<file path="src/fetch_settings.svh">
`ifndef FETCH_SETTINGS_SVH
`define FETCH_SETTINGS_SVH

// pc loaded on reset
`define FETCH_RESET_PC 32'h0000_0000

// byte address of rom word 0
`define ROM_BASE 32'h0000_0000

// rom size in 32-bit words
`define ROM_WORDS 32

// upper bound of random wait states,
// applied separately to the address and the data phase
`define MAX_WAIT 3

`endif

</file>
<file path="src/inst_rom.hex">
// one 32-bit instruction word per line, rom word 0 first
// word n holds addi x1, x1, n+1
00108093
00208093
00308093
00408093
00508093
00608093
00708093
00808093
00908093
00a08093
00b08093
00c08093
00d08093
00e08093
00f08093
01008093
01108093
01208093
01308093
01408093
01508093
01608093
01708093
01808093
01908093
01a08093
01b08093
01c08093
01d08093
01e08093
01f08093
02008093

</file>
<file path="src/fetch_pkg.sv">
package fetch_pkg;

	// byte address on the fetch bus
	typedef logic [31:0] addr_t;

	// one instruction word
	typedef logic [31:0] inst_t;

	// axi read response codes, only the two the rom can return
	typedef enum logic [1:0] {
		RESP_OKAY   = 2'b00,
		RESP_SLVERR = 2'b10
	} resp_t;

	// fetch fsm
	typedef enum logic [1:0] {
		WAIT_ADDR   = 2'b00,
		WAIT_DATA   = 2'b01,
		WAIT_DECODE = 2'b10
	} fetch_state_t;

endpackage

</file>
<file path="src/axi_rd_if.sv">
`timescale 1ns/100ps

interface axi_rd_if;
	import fetch_pkg::*;

	// read address channel
	addr_t araddr;
	logic  arvalid;
	logic  arready;

	// read data channel
	inst_t rdata;
	resp_t rresp;
	logic  rvalid;
	logic  rready;

	// fetch side
	modport manager (
		output araddr,
		output arvalid,
		output rready,
		input  arready,
		input  rdata,
		input  rresp,
		input  rvalid
	);

	// memory side
	modport subordinate (
		input  araddr,
		input  arvalid,
		input  rready,
		output arready,
		output rdata,
		output rresp,
		output rvalid
	);

endinterface

</file>
<file path="src/fetch_unit.sv">
`timescale 1ns/100ps
`include "fetch_settings.svh"

module fetch_unit (
	input  logic             clk,
	input  logic             rst,
	input  logic             flush,
	input  fetch_pkg::addr_t flush_target,
	input  logic             idu_ready,
	output logic             idu_valid,
	output fetch_pkg::inst_t idu_inst,
	output fetch_pkg::addr_t idu_pc,
	output logic             idu_fault,
	axi_rd_if.manager        bus
);
	import fetch_pkg::*;

	fetch_state_t state;
	addr_t        pc;

	// last fetched word, held for decode
	inst_t inst_q;
	logic  fault_q;

	// flush seen while the read is still on the bus
	logic  flush_pending;
	addr_t flush_pc;

	logic  fast_hit;
	logic  drop_data;
	addr_t redirect_pc;
	logic  rsp_fault;

	// address and data accepted in the same cycle
	assign fast_hit = (state == WAIT_ADDR) && bus.arready && bus.rvalid;

	assign drop_data = flush || flush_pending;

	// a flush in this cycle wins over an older latched one
	assign redirect_pc = flush ? flush_target : flush_pc;

	assign rsp_fault = (bus.rresp != RESP_OKAY);

	assign bus.araddr  = pc;
	assign bus.arvalid = (state == WAIT_ADDR);
	assign bus.rready  = (state == WAIT_DATA) || ((state == WAIT_ADDR) && bus.arready);

	// decode side
	assign idu_valid = ((state == WAIT_DECODE) || fast_hit) && !drop_data;
	assign idu_inst  = fast_hit ? bus.rdata : inst_q;
	assign idu_fault = fast_hit ? rsp_fault : fault_q;
	assign idu_pc    = pc;

	always_ff @(posedge clk) begin
		if (rst) begin
			state         <= WAIT_ADDR;
			pc            <= `FETCH_RESET_PC;
			flush_pending <= 1'b0;
		end else begin
			case (state)
				WAIT_ADDR: begin
					if (fast_hit) begin
						flush_pending <= 1'b0;
						if (drop_data) begin
							// data of this read is thrown away
							pc <= redirect_pc;
						end else if (idu_ready) begin
							pc <= pc + 32'd4;
						end else begin
							state <= WAIT_DECODE;
						end
					end else begin
						// address must stay stable, so redirect after the read
						if (flush) begin
							flush_pending <= 1'b1;
						end
						if (bus.arready) begin
							state <= WAIT_DATA;
						end
					end
				end
				WAIT_DATA: begin
					if (bus.rvalid) begin
						flush_pending <= 1'b0;
						if (drop_data) begin
							pc    <= redirect_pc;
							state <= WAIT_ADDR;
						end else begin
							state <= WAIT_DECODE;
						end
					end else if (flush) begin
						flush_pending <= 1'b1;
					end
				end
				WAIT_DECODE: begin
					if (flush) begin
						pc    <= flush_target;
						state <= WAIT_ADDR;
					end else if (idu_ready) begin
						pc    <= pc + 32'd4;
						state <= WAIT_ADDR;
					end
				end
				default: begin
					state <= WAIT_ADDR;
				end
			endcase
		end
	end

	always_ff @(posedge clk) begin
		if (flush) begin
			flush_pc <= flush_target;
		end
		if (bus.rvalid && bus.rready) begin
			inst_q  <= bus.rdata;
			fault_q <= rsp_fault;
		end
	end

endmodule

</file>
<file path="src/inst_rom.sv">
`timescale 1ns/100ps
`include "fetch_settings.svh"

module inst_rom (
	input logic           clk,
	input logic           rst,
	axi_rd_if.subordinate bus
);
	import fetch_pkg::*;

	localparam int          WAIT_W    = $clog2(`MAX_WAIT + 1);
	localparam int          IDX_W     = $clog2(`ROM_WORDS);
	localparam addr_t       ROM_BYTES = addr_t'(`ROM_WORDS * 4);
	localparam logic [15:0] LFSR_SEED = 16'hace1;

	typedef enum logic {
		ROM_ADDR,
		ROM_DATA
	} rom_state_t;

	inst_t rom [`ROM_WORDS];

	rom_state_t        state;
	logic [15:0]       lfsr;
	logic [WAIT_W-1:0] wait_cnt;
	logic [WAIT_W-1:0] data_wait;
	logic [WAIT_W-1:0] pick_addr;
	logic [WAIT_W-1:0] pick_data;

	addr_t            addr_q;
	addr_t            rd_addr;
	addr_t            offset;
	logic             in_range;
	logic [IDX_W-1:0] idx;

	initial begin
		$readmemh("/design/src/inst_rom.hex", rom);
	end

	// x^16 + x^14 + x^13 + x^11, free running
	always_ff @(posedge clk) begin
		if (rst) begin
			lfsr <= LFSR_SEED;
		end else begin
			lfsr <= {lfsr[14:0], lfsr[15] ^ lfsr[13] ^ lfsr[12] ^ lfsr[10]};
		end
	end

	assign pick_addr = WAIT_W'(lfsr[7:0] % (`MAX_WAIT + 1));
	assign pick_data = WAIT_W'(lfsr[15:8] % (`MAX_WAIT + 1));

	// combined path reads straight from araddr
	assign rd_addr = (state == ROM_ADDR) ? bus.araddr : addr_q;
	assign offset  = rd_addr - `ROM_BASE;

	// below the base the offset wraps high, so one compare covers both ends
	assign in_range = (offset < ROM_BYTES);
	assign idx      = offset[IDX_W+1:2];

	assign bus.rdata   = in_range ? rom[idx] : '0;
	assign bus.rresp   = in_range ? RESP_OKAY : RESP_SLVERR;
	assign bus.arready = (state == ROM_ADDR) && (wait_cnt == '0);
	assign bus.rvalid  = ((state == ROM_DATA) && (wait_cnt == '0)) ||
	                     (bus.arready && bus.arvalid && (data_wait == '0));

	always_ff @(posedge clk) begin
		if (rst) begin
			state     <= ROM_ADDR;
			wait_cnt  <= '0;
			data_wait <= WAIT_W'(`MAX_WAIT);
		end else begin
			case (state)
				ROM_ADDR: begin
					if (wait_cnt != '0) begin
						if (bus.arvalid) begin
							wait_cnt <= wait_cnt - 1'b1;
						end
					end else if (bus.arvalid) begin
						if (bus.rvalid && bus.rready) begin
							wait_cnt  <= pick_addr;
							data_wait <= pick_data;
						end else begin
							// rvalid, once up, stays until taken
							// the cycle after the transfer is the first wait
							state    <= ROM_DATA;
							wait_cnt <= (data_wait == '0) ? '0 : data_wait - 1'b1;
						end
					end
				end
				ROM_DATA: begin
					if (wait_cnt != '0) begin
						wait_cnt <= wait_cnt - 1'b1;
					end else if (bus.rready) begin
						state     <= ROM_ADDR;
						wait_cnt  <= pick_addr;
						data_wait <= pick_data;
					end
				end
				default: begin
					state <= ROM_ADDR;
				end
			endcase
		end
	end

	always_ff @(posedge clk) begin
		if (bus.arvalid && bus.arready) begin
			addr_q <= bus.araddr;
		end
	end

endmodule

</file>
<file path="src/fetch_top.sv">
`timescale 1ns/100ps

module fetch_top (
	input  logic             clk,
	input  logic             rst,
	input  logic             flush,
	input  fetch_pkg::addr_t flush_target,
	input  logic             idu_ready,
	output logic             idu_valid,
	output fetch_pkg::inst_t idu_inst,
	output fetch_pkg::addr_t idu_pc,
	output logic             idu_fault
);

	// fetch to rom read channel
	axi_rd_if bus ();

	fetch_unit u_fetch (
		.clk          (clk),
		.rst          (rst),
		.flush        (flush),
		.flush_target (flush_target),
		.idu_ready    (idu_ready),
		.idu_valid    (idu_valid),
		.idu_inst     (idu_inst),
		.idu_pc       (idu_pc),
		.idu_fault    (idu_fault),
		.bus          (bus.manager)
	);

	inst_rom u_rom (
		.clk (clk),
		.rst (rst),
		.bus (bus.subordinate)
	);

endmodule

</file>
<file path="config.mk">
export PLATFORM = sky130hd
export DESIGN_NAME = fetch_top
export DESIGN_NICKNAME = d
export VERILOG_FILES = /design/src/fetch_pkg.sv /design/src/axi_rd_if.sv /design/src/fetch_unit.sv /design/src/inst_rom.sv /design/src/fetch_top.sv
export VERILOG_INCLUDE_DIRS = /design/src
export SDC_FILE = /design/constraint.sdc
export NUM_CORES = 1
export LEC_CHECK = 0
export ABC_AREA = 1
export BUFFER_PORTS_ARGS = -buffer_cell sky130_fd_sc_hd__buf_4
export CAP_MARGIN = 0
export CORE_MARGIN = 2
export CORE_UTILIZATION = 57
export CTS_CLUSTER_DIAMETER = 60
export DETAILED_ROUTE_END_ITERATION = 8
export GPL_TIMING_DRIVEN = 0
export PLACE_DENSITY_LB_ADDON = 0.1
export SLEW_MARGIN = 10
export SYNTH_ARGS = -nofsm -noshare
export SYNTH_HDL_FRONTEND = slang
export SYNTH_SLANG_ARGS = --single-unit
</file>
<file path="constraint.sdc">
create_clock -name clk -period 2.9 [get_ports clk]
set_clock_uncertainty 0.05 [all_clocks]
set_input_delay 0 -clock clk [delete_from_list [all_inputs] [get_ports clk]]
set_output_delay 0 -clock clk [all_outputs]
set_load 0.02 [all_outputs]
</file>
==> out/metrics.cfg, run 1 <==
[drt]
drt-pass1-iter-count = 6
routed-via-count = 6370
wirelength_microns = 18950
wl_per_cell_microns = 16.13
drtIter0Drc = 649
drc = 0
vias_per_cell = 5.421
drtAntennaViolNets = 0

[synth]
synth_edf_count = 26
synth.cell_area_sq_um = 6115
seq_area_frac_synth = 0.4158
netlist_instances = 868
yosys_register_bits = 114
ys_async_sr_fraction = 0
synth-simple-area-share = 0.2908
synth_compound_area_frac = 0.1414
synth_warnings = 0
synth-xor-area-share = 0.02005
syn-mean-instance-area_sq_um = 7.044
yosysUniqueCellTypes = 40
synth_fa_ha_area_frac = 0.01023
synth_top_family_by_area = simple AND/OR/NAND/NOR gates
synthMuxAreaShare = 0
synth_top_flop_cell = dfxtp_1

[floorplan]
initial_core_util = 0.5896
rows = 37
die_area_sq_um = 11570
die_y_microns = 107.6
io_pins = 102
die_x_microns = 107.6
coreArea_sq_um = 10370

[clock_network]
cts.sink_count = 114
clk_latency_ns = 0.53
post_cts_buffers = 0
cts_max_level = 4
clkTransAtPathRegs_ns = 0.06
cts_root_buf = clkbuf_8
clk_path_buf_depth = 2
numCtsBuffers = 17
cts_tree = built

[cells_and_area]
n_fill_cell = 810
final_common_cell = nand2_1
final_cell_area_sq_um = 7933
drive_gt1_frac = 0.1704
area_delta_synth_final_pct = 29.73
final_nets = 1067
antenna_cells = 0
most-common-layout-cells = nand2_1 (198), nor2_1 (128), buf_4 (101), dfxtp_1 (88), inv_1 (82)

[timing]
setup-violations-final = 0
post-route-min-period_ns = 2.605
worstMarginPinSlew_ns = 0.6511
setup-tns-final_ns = 0
rsz0062_at_grt = false
period_share = 0.8984
slew_headroom = 0.5660
slew_violations = 0
fmax_mhz = 383.8
hold_viol = 0

[flow_run]
cap_violations = 0

[setup_path]
cp_cell_sequence = inv_1, ha_1, inv_1, nor2_4, nand2_2, nand2_1, nor2_1, nor2_2, buf_6, buf_6, nand4_1, o211ai_1, inv_2
cp_slowest_cell = nor2_4
end_kind = flip-flop
cp.required_ns = 3.27
startpoint_type = flip-flop
cp_max_fo = 14
path_class = reg2reg
path_delay_family = simple AND/OR/NAND/NOR gates
arrival_ns = 2.97
critPathBufInv = 5
critical-path-max-stage-delay_ns = 0.39

[hold_path]
hp-class = in2reg

[global_routing]
grt_pass1_vias = 5753
grt_max_degree = 28
grt.total_usage = 0.3315
grt-ovfl-total = 0
grt_antenna_before_repair = 0
grt_pass1_wl_microns = 29200

[status]
outcome = finished clean

[place]
portBuffers = 68
gp_congestion = 0.9498
place_area_sq_um = 6912
dpl.hpwl_microns = 12840

[pwr]
p_per_area_nw_per_um2 = 1070
p_leak_nw = 3.640
ir_drop_v = 0.0006279

[stage by stage]
stage | power, mW | utilization | worst slack [ns] | std cells | hold slack (ns)
4_1_cts | 8.340 | 0.7644 | 0.05626 | 1174 | 0.1899
2_1_floorplan | 4.915 | - | 0.6275 | 899 | 0.05655
5_1_grt | 8.910 | 0.7650 | 0.06266 | 1175 | 0.1899
3_5_place_dp | 6.083 | 0.6665 | 0.09724 | 1103 | 0.1808
3_3_place_gp | 6.032 | 0.6665 | 0.1321 | 1103 | 0.1671
6_report | 8.486 | 0.7650 | 0.2946 | 1175 | 0.1933
[routing by layer]
layer,wire (microns),track usage,vias up
met5,0,0,-
met2,8941,0.5580,358
met1,7427,0.4065,2857
met4,817,0.1511,0
met3,1764,0.06901,81
li1,-,-,3074
[registers in the layout, indices dropped and copies added (netlist names)]
| signal | cells |
|---|---|
| u_fetch.flush_pending | 1 |
| u_rom.lfsr | 16 |
| u_rom.wait_cnt | 2 |
| u_rom.addr_q | 25 |
| u_rom.state | 1 |
| u_fetch.flush_pc | 32 |
| u_rom.data_wait | 2 |
| u_fetch.fault_q | 1 |
| u_fetch.state | 2 |
| u_fetch.bus.araddr | 32 |
[repair_timing]
action,4_1_cts,5_1_grt
hold buffers,39,0
setup endpoints to repair,0,28
endpoints found under the hold margin,75,0
gates resized for setup,0,0
[power by group]
part	switching, mW	internal (mW)
clock	0.759	1.43
combinational	2.31	1.23
sequential	0.549	2.20
total	3.62	4.86
[final timing paths]
kind	slack, ns	startpoint	to	cells past startpoint
max	0.29	u_fetch.state[0]	u_fetch.bus.araddr[8]	13
min	0.19	rst	u_rom.lfsr[15]	3
max reg2reg	0.29	u_fetch.state[0]	u_fetch.bus.araddr[8]	13
min reg2reg	0.35	u_rom.lfsr[7]	u_rom.lfsr[8]	2
[cell type report]
type,instances,area (sq um),share of cell area
Buffer,65,406.6,0.05126
Clock buffer,20,478.0,0.06025
Clock inverter,12,146.4,0.01845
Inverter,89,334.1,0.04211
Multi-Input combinational cell,632,2954,0.3724
Sequential cell,114,2542,0.3205
Tap cell,136,170.2,0.02145
Timing Repair Buffer,107,900.9,0.1136
[Yosys cell counts (2+ instances only)]
cell | n | share of area
o221ai_1 | 2 | 0.0029
o21ai_0 | 59 | 0.048
ha_1 | 5 | 0.010
clkinv_1 | 2 | 0.0012
nor2_4 | 4 | 0.0074
a31oi_1 | 4 | 0.0041
nor2_1 | 128 | 0.079
a22oi_1 | 2 | 0.0025
o211ai_1 | 3 | 0.0037
inv_1 | 82 | 0.050
nor2_2 | 5 | 0.0051
nand4_1 | 12 | 0.012
o21ai_1 | 21 | 0.017
nand3_1 | 38 | 0.031
nand2_1 | 198 | 0.12
nor3_1 | 7 | 0.0057
o21a_1 | 4 | 0.0049
dfxtp_1 | 88 | 0.29
edfxtp_1 | 26 | 0.13
xnor2_1 | 5 | 0.0072
a21oi_1 | 61 | 0.050
inv_2 | 5 | 0.0031
buf_2 | 6 | 0.0049
nand2_2 | 5 | 0.0051
clkbuf_1 | 21 | 0.013
xor2_1 | 9 | 0.013
buf_6 | 4 | 0.0074
nor4_1 | 9 | 0.0092
buf_4 | 33 | 0.041
or2_2 | 10 | 0.010
[tightest hold or removal path: stages]
cell and delay [ns]:
dlygate4sd3_1 0.52, buf_4 0.12, or2_2 0.10
[cells by family after synthesis]
| logic type | Yosys count |
|---|---|
| DFF | 114 |
| and+or+nand+nor | 419 |
| adders and majority gates | 5 |
| buffers and inverters | 154 |
| other | 1 |
| AOI/OAI and AO/OA | 161 |
| xor gates and xnor gates | 14 |
Power figures use the tool's default switching activity.
==> inputs of run 2 (changes only) <==
--- a/config.mk
+++ b/config.mk
@@ -15,6 +15,7 @@
 export DETAILED_ROUTE_END_ITERATION = 8
 export GPL_TIMING_DRIVEN = 0
 export PLACE_DENSITY_LB_ADDON = 0.1
+export RECOVER_POWER = 100
 export SLEW_MARGIN = 10
 export SYNTH_ARGS = -nofsm -noshare
 export SYNTH_HDL_FRONTEND = slang
==> out/metrics.cfg, run 2 (synthesis results as in run 1) <==
[status]
outcome = finished clean

[setup_path]
cp_slowest_cell = nor2_4
r2r_start = u_fetch.state[0]
path_class = reg2reg
path_delay_family = simple AND/OR/NAND/NOR gates
critPathBufInv = 4  ; -1
r2r_setup_slack_ns = 0.26  ; -0.04 ns
cp_cell_sequence = inv_1, ha_1, inv_1, nor2_4, nand2_2, nand2_1, nor2_1, nor2_2, buf_6, clkbuf_2, o21ai_0, a21oi_1
cp.required_ns = 3.30  ; +0.03 ns
crit_path_end = u_fetch.bus.araddr[24]
cp.depth = 12  ; -1
cp_max_fo = 14  ; unchanged
timing.rr.end = u_fetch.bus.araddr[24]
critPathLaunch = u_fetch.state[0]
startpoint_type = flip-flop
arrival_ns = 3.05  ; +0.08 ns
ff2ff_path_depth = 12  ; -1
crit_path_frequent_cell = inv_1
critical-path-max-stage-delay_ns = 0.37  ; -0.02 ns
end_kind = flip-flop

[timing]
hold_viol = 0  ; unchanged
slew_headroom = 0.3275  ; -0.2385
fmax_mhz = 378.4  ; -1.4%
period_share = 0.9112  ; +0.01277
worstMarginPinSlew_ns = 1.005  ; +0.3540 ns
setup-violations-final = 0  ; unchanged
post-route-min-period_ns = 2.642  ; +0.03703 ns
setup_ws_ns = 0.2576  ; -0.03703 ns
hold_slack_ns = 0.2022  ; +0.008915 ns
slew_violations = 0  ; unchanged
rsz0062_at_grt = false
setup-tns-final_ns = 0  ; unchanged

[clock_network]
post_cts_buffers = 0  ; unchanged
clk_latency_ns = 0.53  ; about the same
numCtsBuffers = 17  ; unchanged
cts_max_level = 4  ; unchanged
cts_resized = 0  ; unchanged
cts_root_buf = clkbuf_8
clkTransAtPathRegs_ns = 0.06  ; about the same
cts.sink_count = 114  ; unchanged
cts_tree = built
clk_path_buf_depth = 2  ; unchanged

[drt]
drc = 0  ; unchanged
drtIter0Drc = 643  ; -0.92%
drtAntennaViolNets = 0  ; unchanged
routed-via-count = 6394  ; +0.38%
drt-pass1-iter-count = 6  ; unchanged
wirelength_microns = 18990  ; +0.18%
wl_per_cell_microns = 16.16  ; +0.18%
vias_per_cell = 5.442  ; +0.38%

[place]
place_area_sq_um = 6912  ; unchanged
dpl.hpwl_microns = 12840  ; unchanged
gp_congestion = 0.9498  ; unchanged
placedCellCount = 1103  ; unchanged
portBuffers = 68  ; unchanged
dp_slack_ns = 0.09724  ; unchanged

[cells_and_area]
drive_gt1_frac = 0.1299  ; -0.04042
multiInputGateArea_sq_um = 2952  ; about the same
final_cells = 1175  ; unchanged
antenna_cells = 0  ; unchanged
register_area_sq_um = 2542  ; unchanged
most-common-layout-cells = nand2_1 (198), nor2_1 (129), dfxtp_1 (88), inv_1 (84), o21ai_0 (68)
final_util = 0.7508  ; -0.01412
area_delta_synth_final_pct = 27.34
final_nets = 1067  ; unchanged
final_common_cell = nand2_1
n_fill_cell = 860  ; +6.2%
final_cell_area_sq_um = 7786  ; -1.8%

[pwr]
p_sw_frac = 0.4343  ; +0.007426
p_leak_nw = 3.484  ; -4.3%
power.share.combinational = 0.404  ; -0.013
internal_power_mw = 4.690  ; -3.6%
p_per_area_nw_per_um2 = 1065  ; -0.46%
pwr-share-clk = 0.265  ; +0.007
ir_drop_v = 0.0006260  ; -0.29%
p_seq_frac = 0.331  ; +0.007
power.switching_mw = 3.601  ; -0.60%
p_total_mw = 8.291  ; -2.3%

[floorplan]
die_area_sq_um = 11570  ; unchanged
coreArea_sq_um = 10370  ; unchanged
io_pins = 102  ; unchanged
rows = 37  ; unchanged
initial_core_util = 0.5896  ; unchanged
die_x_microns = 107.6  ; unchanged
die_y_microns = 107.6  ; unchanged

[hold_path]
hold_path_depth = 4  ; +1
hp-class = in2reg

[global_routing]
grt_antenna_before_repair = 0  ; unchanged
grt_pass1_vias = 5753  ; unchanged
grt_pass1_wl_microns = 29200  ; unchanged
grt-ovfl-total = 0  ; unchanged
grt.total_usage = 0.3315  ; unchanged
grt_max_degree = 28  ; unchanged

[flow_run]
cap_violations = 0  ; unchanged

run 2: cell count changes in the layout (fill, tap and decap cells not counted), moves of 2 or more:
cell	change
o21ai_0	+9
clkbuf_2	+2
clkbuf_1	+38
inv_1	+2
o21ai_1	-9
buf_2	-3
buf_4	-36
inv_2	-3
run 2: how the worst min path moves through the flow:
| stage | start | to |
|---|---|---|
| finish | flush_target[0] | u_fetch.flush_pc[0] |
| global route | flush_target[0] | u_fetch.flush_pc[0] |
| CTS | rst | u_rom.lfsr[15] |
| detailed placement | rst | u_rom.lfsr[15] |
| global placement | rst | u_rom.lfsr[15] |
| floorplan | rst | u_rom.lfsr[15] |
run 2: cell type report:
type | instances | share of cell area
inverters | 89 | 0.04291
flip-flops and latches | 114 | 0.3265
plain buffers | 65 | 0.05110
repair buffers | 107 | 0.09834
well taps | 136 | 0.02185
clock inverters | 12 | 0.01880
clock buffers | 20 | 0.06139
multi-input cells | 632 | 0.3791
run 2: layer usage:
layer | vias up | global-route usage | part of all wire
li1 | 3074 | - | -
met5 | - | 0 | 0
met1 | 2836 | 0.4065 | 0.39
met3 | 83 | 0.06901 | 0.095
met4 | 0 | 0.1511 | 0.044
met2 | 401 | 0.5580 | 0.47
run 2: repair_timing:
action                                  4_1_cts  5_1_grt
hold buffers                                 39        0
hold endpoints to repair                     75        0
endpoints found under the setup margin        0       28
run 2: power groups by stage:
stage / clock network [mW] / logic (mW) / registers, mW
6_report: 2.20 / 3.35 / 2.74
5_1_grt: 2.27 / 3.66 / 2.78
3_3_place_gp: 0 / 3.30 / 2.73
4_1_cts: 2.19 / 3.43 / 2.72
3_5_place_dp: 0 / 3.34 / 2.75
2_1_floorplan: 0 / 2.14 / 2.77
run 2: worst reg2reg max path, stage by stage (launching register included):
cell and delay [ns]:
dfxtp_1 0.34, inv_1 0.09, ha_1 0.28, inv_1 0.14, nor2_4 0.37, nand2_2 0.18, nand2_1 0.15, nor2_1 0.07
nor2_2 0.14, buf_6 0.18, clkbuf_2 0.30, o21ai_0 0.14, a21oi_1 0.15
